### config.mk
export PLATFORM = sky130hd
export DESIGN_NAME = shell_glue_top
export DESIGN_NICKNAME = d
export VERILOG_FILES = /design/src/logic/shell_glue_pkg.sv /design/src/logic/shell_ctrl.sv /design/src/logic/shell_glue_top.sv /design/src/logic/stat_pipe.sv
export SDC_FILE = /design/constraint.sdc
export NUM_CORES = 1
export LEC_CHECK = 0
export BUFFER_PORTS_ARGS = -buffer_cell sky130_fd_sc_hd__buf_2
export CAP_MARGIN = 20
export CORE_AREA = 3 3 344 516
export CTS_BUF_LIST = sky130_fd_sc_hd__clkbuf_2
export DETAILED_ROUTE_END_ITERATION = 8
export DIE_AREA = 0 0 347 519
export GPL_TIMING_DRIVEN = 0
export SLEW_MARGIN = 40
export SYNTH_ARGS = -nofsm -noshare
export SYNTH_HDL_FRONTEND = slang
export SYNTH_SLANG_ARGS = --single-unit
### constraint.sdc
create_clock -name clk_main_a0 -period 1 [get_ports clk_main_a0]
set_clock_uncertainty 0.2 [all_clocks]
set_input_delay 0.2 -clock clk_main_a0 [delete_from_list [all_inputs] [get_ports clk_main_a0]]
set_output_delay 0.2 -clock clk_main_a0 [all_outputs]
set_load 0.01 [all_outputs]
### src/logic/shell_glue_pkg.sv
// Shell glue constants, channel bit positions and DDR stats bus structs
package shell_glue_pkg;

   // ---------------------------------------------------------
   // Channel and pipeline sizing
   // ---------------------------------------------------------
   localparam int num_ddr_ch       = 3;  // Stats channels A, B, D
   localparam int stat_pipe_stages = 8;  // Register stages per stats direction
   localparam int ctrl_rst_stages  = 4;  // Controller reset delay in cycles
   localparam int num_ready        = 4;  // Merged ready flags A, B, C, D

   // ---------------------------------------------------------
   // Stats bus field widths
   // ---------------------------------------------------------
   localparam int stat_addr_w = 8;   // Stats register address
   localparam int stat_data_w = 32;  // Read and write data
   localparam int stat_int_w  = 8;   // Interrupt bits from controller

   // Bit positions in the ready flags coming from the A/B/D controllers
   localparam int abd_idx_a = 0;
   localparam int abd_idx_b = 1;
   localparam int abd_idx_d = 2;

   // Bit positions in the merged ready vector
   localparam int rdy_idx_a = 0;
   localparam int rdy_idx_b = 1;
   localparam int rdy_idx_c = 2;  // C comes from the shell side
   localparam int rdy_idx_d = 3;

   // ---------------------------------------------------------
   // Stats structs
   // ---------------------------------------------------------

   // Shell to controller, one per channel per cycle
   typedef struct packed {
      logic                   wr;     // Write strobe
      logic                   rd;     // Read strobe
      logic [stat_addr_w-1:0] addr;   // Register address
      logic [stat_data_w-1:0] wdata;  // Write data
   } stat_req_t;

   // Controller to shell
   typedef struct packed {
      logic                   ack;    // Access done
      logic [stat_int_w-1:0]  intr;   // Interrupt bits
      logic [stat_data_w-1:0] rdata;  // Read data
   } stat_rsp_t;

   // Flat widths, 42 and 41 bits
   localparam int stat_req_w = $bits(stat_req_t);
   localparam int stat_rsp_w = $bits(stat_rsp_t);

endpackage

### src/logic/shell_ctrl.sv
// Shell control, FLR done handshake, DDR ready merge and delayed controller reset
`timescale 1ns/100ps

module shell_ctrl
   import shell_glue_pkg::*;
(
   input  logic                  clk_main_a0,
   input  logic                  sync_rst_n,

   // Function-level reset from host
   input  logic                  flr_assert,
   output logic                  flr_done,

   // DDR ready flags
   input  logic [num_ddr_ch-1:0] ddr_ready_abd,  // From controllers, order A, B, D
   input  logic                  ddr_ready_c,    // From shell
   output logic [num_ready-1:0]  ddr_ready,      // Merged, order A, B, C, D

   // Delayed reset toward controller side
   output logic                  ctrl_rst_n
);

   // ---------------------------------------------------------
   // FLR response
   // ---------------------------------------------------------

   logic flr_assert_q;  // Sampled host request

   always_ff @(posedge clk_main_a0 or negedge sync_rst_n)
   begin
      if (!sync_rst_n)
      begin
         flr_assert_q <= 1'b0;
         flr_done     <= 1'b0;
      end
      else
      begin
         flr_assert_q <= flr_assert;
         // One-cycle pulse, rearms every other cycle while request held
         flr_done     <= flr_assert_q && !flr_done;
      end
   end

   // ---------------------------------------------------------
   // Ready merge
   // ---------------------------------------------------------

   logic ddr_ready_c_q;  // C flag is registered once, the rest are not

   always_ff @(posedge clk_main_a0 or negedge sync_rst_n)
   begin
      if (!sync_rst_n)
      begin
         ddr_ready_c_q <= 1'b0;  // C reads not ready until sampled
      end
      else
      begin
         ddr_ready_c_q <= ddr_ready_c;
      end
   end

   // Place flags in channel order, A/B/D pass straight through
   always_comb
   begin
      ddr_ready            = '0;
      ddr_ready[rdy_idx_a] = ddr_ready_abd[abd_idx_a];
      ddr_ready[rdy_idx_b] = ddr_ready_abd[abd_idx_b];
      ddr_ready[rdy_idx_c] = ddr_ready_c_q;
      ddr_ready[rdy_idx_d] = ddr_ready_abd[abd_idx_d];
   end

   // ---------------------------------------------------------
   // Controller reset delay
   // ---------------------------------------------------------

   // Plain shift chain, so both edges of reset arrive late by the same count
   logic [ctrl_rst_stages-1:0] rst_dly_q;

   always_ff @(posedge clk_main_a0)
   begin
      rst_dly_q <= {rst_dly_q[ctrl_rst_stages-2:0], sync_rst_n};
   end

   assign ctrl_rst_n = rst_dly_q[ctrl_rst_stages-1];  // Oldest sample

   // ---------------------------------------------------------
   // Checks
   // ---------------------------------------------------------

   // Done is a pulse, never held
   a_flr_done_pulse : assert property (
      @(posedge clk_main_a0) disable iff (!sync_rst_n)
      flr_done |=> !flr_done
   )
   else $error("flr_done high on two consecutive cycles");

   // A rise must trace back to the host request through the sample flop
   a_flr_done_cause : assert property (
      @(posedge clk_main_a0) disable iff (!sync_rst_n)
      $rose(flr_done) |-> $past(flr_assert, 2)
   )
   else $error("flr_done rose without flr_assert from the host");

endmodule

### src/logic/shell_glue_top.sv
// Shell glue top, DDR stats pipelines in both directions plus shell control
`timescale 1ns/100ps

module shell_glue_top
   import shell_glue_pkg::*;
(
   input  logic                             clk_main_a0,
   input  logic                             sync_rst_n,   // Already synchronized

   // ---------------------------------------------------------
   // DDR stats, channels A, B, D
   // ---------------------------------------------------------
   input  stat_req_t [num_ddr_ch-1:0]       stat_req_in,  // From shell
   output stat_req_t [num_ddr_ch-1:0]       stat_req_out, // Toward controllers
   input  stat_rsp_t [num_ddr_ch-1:0]       stat_rsp_in,  // From controllers
   output stat_rsp_t [num_ddr_ch-1:0]       stat_rsp_out, // Toward shell

   // ---------------------------------------------------------
   // Function-level reset
   // ---------------------------------------------------------
   input  logic                             flr_assert,
   output logic                             flr_done,

   // ---------------------------------------------------------
   // DDR ready and controller reset
   // ---------------------------------------------------------
   input  logic [num_ddr_ch-1:0]            ddr_ready_abd,
   input  logic                             ddr_ready_c,
   output logic [num_ready-1:0]             ddr_ready,
   output logic                             ctrl_rst_n
);

   // ---------------------------------------------------------
   // Flat views of the stats arrays
   // ---------------------------------------------------------

   // All channels side by side, channel 0 in the low bits
   logic [num_ddr_ch*stat_req_w-1:0] req_bus_in;
   logic [num_ddr_ch*stat_req_w-1:0] req_bus_out;
   logic [num_ddr_ch*stat_rsp_w-1:0] rsp_bus_in;
   logic [num_ddr_ch*stat_rsp_w-1:0] rsp_bus_out;

   assign req_bus_in   = stat_req_in;
   assign stat_req_out = req_bus_out;
   assign rsp_bus_in   = stat_rsp_in;
   assign stat_rsp_out = rsp_bus_out;

   // ---------------------------------------------------------
   // Stats request pipeline, shell to controllers
   // ---------------------------------------------------------

   stat_pipe #(
      .WIDTH  (num_ddr_ch * stat_req_w),  // 3 x 42
      .STAGES (stat_pipe_stages)
   ) u_stat_req_pipe (
      .clk_main_a0 (clk_main_a0),
      .sync_rst_n  (sync_rst_n),
      .in_bus      (req_bus_in),
      .out_bus     (req_bus_out)
   );

   // ---------------------------------------------------------
   // Stats response pipeline, controllers to shell
   // ---------------------------------------------------------

   stat_pipe #(
      .WIDTH  (num_ddr_ch * stat_rsp_w),  // 3 x 41
      .STAGES (stat_pipe_stages)          // Same depth as requests
   ) u_stat_rsp_pipe (
      .clk_main_a0 (clk_main_a0),
      .sync_rst_n  (sync_rst_n),
      .in_bus      (rsp_bus_in),
      .out_bus     (rsp_bus_out)
   );

   // ---------------------------------------------------------
   // FLR, ready merge and controller reset
   // ---------------------------------------------------------

   shell_ctrl u_shell_ctrl (
      .clk_main_a0   (clk_main_a0),
      .sync_rst_n    (sync_rst_n),
      .flr_assert    (flr_assert),
      .flr_done      (flr_done),
      .ddr_ready_abd (ddr_ready_abd),
      .ddr_ready_c   (ddr_ready_c),
      .ddr_ready     (ddr_ready),
      .ctrl_rst_n    (ctrl_rst_n)
   );

endmodule

### src/logic/stat_pipe.sv
// Stats pipeline, a fixed-depth chain of resettable registers
`timescale 1ns/100ps

module stat_pipe #(
   parameter int WIDTH  = 42,  // Bus width
   parameter int STAGES = 8    // Register count, latency in cycles
) (
   input  logic             clk_main_a0,
   input  logic             sync_rst_n,
   input  logic [WIDTH-1:0] in_bus,
   output logic [WIDTH-1:0] out_bus
);

   // ---------------------------------------------------------
   // Register chain
   // ---------------------------------------------------------

   logic [WIDTH-1:0] pipe_q [STAGES];  // Stage 0 nearest the input

   always_ff @(posedge clk_main_a0 or negedge sync_rst_n)
   begin
      if (!sync_rst_n)
      begin
         // All stages clear so no stale strobe leaves after reset
         for (int i = 0; i < STAGES; i++)
         begin
            pipe_q[i] <= '0;
         end
      end
      else
      begin
         pipe_q[0] <= in_bus;  // Capture
         for (int i = 1; i < STAGES; i++)
         begin
            pipe_q[i] <= pipe_q[i-1];  // Shift one stage on
         end
      end
   end

   assign out_bus = pipe_q[STAGES-1];  // Last stage

   // ---------------------------------------------------------
   // Fill tracking for the latency check
   // ---------------------------------------------------------

   // Counts edges since reset release, stops at STAGES
   logic [$clog2(STAGES+1)-1:0] fill_cnt;

   always_ff @(posedge clk_main_a0 or negedge sync_rst_n)
   begin
      if (!sync_rst_n)
      begin
         fill_cnt <= '0;
      end
      else if (fill_cnt != STAGES[$clog2(STAGES+1)-1:0])
      begin
         fill_cnt <= fill_cnt + 1'b1;
      end
   end

   // Once the chain holds only post-reset data, output is input STAGES edges back
   a_pipe_latency : assert property (
      @(posedge clk_main_a0) disable iff (!sync_rst_n)
      (fill_cnt == STAGES[$clog2(STAGES+1)-1:0]) |-> (out_bus == $past(in_bus, STAGES))
   )
   else $error("stat_pipe output does not match input from %0d cycles back", STAGES);

endmodule

==> metrics.yaml <==
max_slew.worst_pin.slew_ns: 0.544
dr_wl_met2_mm: 44.6
cell_area_synth_um2: 51900
numCtsBuffers: 436
weighted_congestion_reported_at_the_end_of_routability_driven_placement: 0.684
worstSetupPathDepth: 1
groute.usage.overall: 0.112
ctsLongestPathBuffers: 4
detail_route.wl_per_cell_um: 15.9
fraction_of_the_yosys_area_taken_by_sequential_cells: 0.963
initial_antenna_violation_count: 31
floorplan.rows: 187
starting_utilization_of_the_core_area: 0.300
power.leakage_nw: 32.7
cell_depth_of_the_worst_min_delay_path: 0
minimum_setup_slack_after_placement_ns: -2.98
status: "complete, but fails checks"
fin_tns_setup_ns: -1659.64
fin_ws_ns: -1.48
critical_path_arrival_ns: 2.08
worstHoldPathType: "flip-flop to flip-flop"
total_wire_length_after_detailed_routing_mm: 101
synth.ff_latch_count: 1999
dr.pass1.iters: 4
num_vias: 23000
die_width_um: 347
ios: 511
synthCells: 2253
power.density_cell_area_nw_per_um2: 2040
largest_net_degree_at_the_start_of_global_routing: 113
timing.critical_path.required_ns: 0.60
vias_per_cell: 3.61
design.final.nets: 4033
final_layout_size_suffix_gt1_frac: 0.295
dieArea_um2: 180000
worstPathCellList: "buf_6"
worst_setup_hold_path_clk_slew_ns: 0.13
fill_cells: 15100
highest-signal-layer: "met5"
post-route-period-util: 2.48
die_h_um: 519
violations: "negative setup slack"
finalHoldWorstSlack_ns: 0.0242
area.growth.synth_to_final_pct: 35.0
number_of_max_cap_violations: 0
setup_viol_count_final: 2157
critical_path.max_fanout: 1
slowest_delay_ns: 0.44
clock_insertion_delay_worst_skew_ns: 1.48
htreeDepth: 5
final-hold-violation-count: 0
critical_path_s_top_delay_family: "flip-flops"
ys.warnings.count: 0
layout_common_cells: "1992 x dfrtp_1, 781 x dlygate4sd3_1, 609 x clkbuf_2"
layout.cells.most_common: "dfrtp_1"
final_max_slew_viol_count: 0
drt_iter0_markers: 921
tritoncts_num_sinks: 1999
max_slew_margin: 0.638
fmax_ghz: 0.403
gr-total-overflow: 0
report.power.total_mw: 143
postSynthNetCount: 2509
core_um2: 173000
critical_path_class: "flip-flop to primary output"
final_period_minus_worst_setup_slack_ns: 2.48
clock_tree.root_cell: "clkbuf_2"
slowest_cell_on_crit_path: "dfrtp_1"
layout.core_utilization: 0.405
worstSetupEndpointType: "primary output"
worst_r2r_path_depth: 3
met1_length_mm: 45.1
drcViolationCount: 0
io_buffer_count: 507
number_of_global_route_vias_before_repair: 27400
post_synth.cell_area_avg_um2: 23.0
antenna_viol_nets_final: 0
critPathBufInv: 1
dp_hpwl_mm: 47.2
grt_setup_unrepaired: "true"
global_route_wire_length_before_repair_mm: 157
netlist-cell-type-count: 4
irDropWorstVdd_mv: 1.27
met3_wirelength_mm: 8.62
tritoncts: "done"
kind_of_launch_point_of_the_worst_setup_path: "flip-flop"
[final timing paths]
check,to,slack (ns),startpoint
hold reg to reg,u_stat_rsp_pipe.pipe_q[511],0.02,u_stat_rsp_pipe.pipe_q[634]
max in group asynchronous,u_stat_rsp_pipe.pipe_q[294],-1.35,sync_rst_n
min in group asynchronous,u_stat_rsp_pipe.out_bus[35],0.11,sync_rst_n
hold / removal,u_stat_rsp_pipe.pipe_q[511],0.02,u_stat_rsp_pipe.pipe_q[634]
setup reg to reg,u_shell_ctrl.flr_done,0,u_shell_ctrl.flr_done
setup / recovery,stat_req_out[124],-1.48,u_stat_req_pipe.out_bus[124]
[synth_stat cells]
cell type	instances	area, µm²
nor2b_4	1	13.8
dfrtp_1	1995	49900
dfxtp_1	4	80.1
buf_4	253	1900
[layer usage]
metal  GRT usage  up-vias
li1            -    10100
met1       0.150    11800
met2       0.161      860
met3      0.0475      258
met4      0.0466       20
met5           0        -
[state kept, by name, summed over array words and instances, names as in the netlist]
signal	cells
u_shell_ctrl.ddr_ready_c_q	1
u_shell_ctrl.rst_dly_q	4
u_stat_rsp_pipe.out_bus	123
u_stat_rsp_pipe.pipe_q	861
u_shell_ctrl.flr_assert_q	1
u_stat_req_pipe.out_bus	126
u_shell_ctrl.flr_done	1
u_stat_req_pipe.pipe_q	882
[where the power goes]
group | switching, mW | total, mW | internal (mW)
sequential | 1.39 | 86.2 | 84.8
combinational | 3.06 | 6.88 | 3.83
clock | 30.8 | 49.8 | 19.0
[what timing repair did]
action                                 in CTS  in global routing
resized for setup                         328                  9
buffers inserted                            1                  1
hold buffers                              781                  2
setup endpoints to repair                 951               1924
endpoints found under the hold margin    1864               1409
cloned                                     14                 12
[layout make-up]
| class | count | area (µm²) | share of cell area |
|---|---|---|---|
| diodes | 26 | 65.1 | 0.000928 |
| plain buffers | 3 | 22.5 | 0.000321 |
| clock buffers | 608 | 3040 | 0.0434 |
| clock inverters | 143 | 911 | 0.0130 |
| multi-input cells | 1 | 13.8 | 0.000196 |
| flip-flops and latches | 1999 | 50000 | 0.713 |
| well taps | 2268 | 2840 | 0.0405 |
| repair buffers | 1336 | 13200 | 0.188 |
[cell families (layout without fill, tap and decap cells)]
logic type             after synthesis  in the layout  synth area share
buffers and inverters              253           2090            0.0366
flip-flops                        1999           1999             0.963
other                                0             26                 0
AND/OR/NAND/NOR                      1              1          0.000265
[per-stage QoR]
stage,cell area [µm²],cells
2_1_floorplan,51900,2253
3_3_place_gp,57300,5028
3_5_place_dp,57800,5047
4_1_cts,69800,6344
5_1_grt,70100,6376
6_report,70100,6384
No activity file was read; power rests on OpenSTA's default activity.
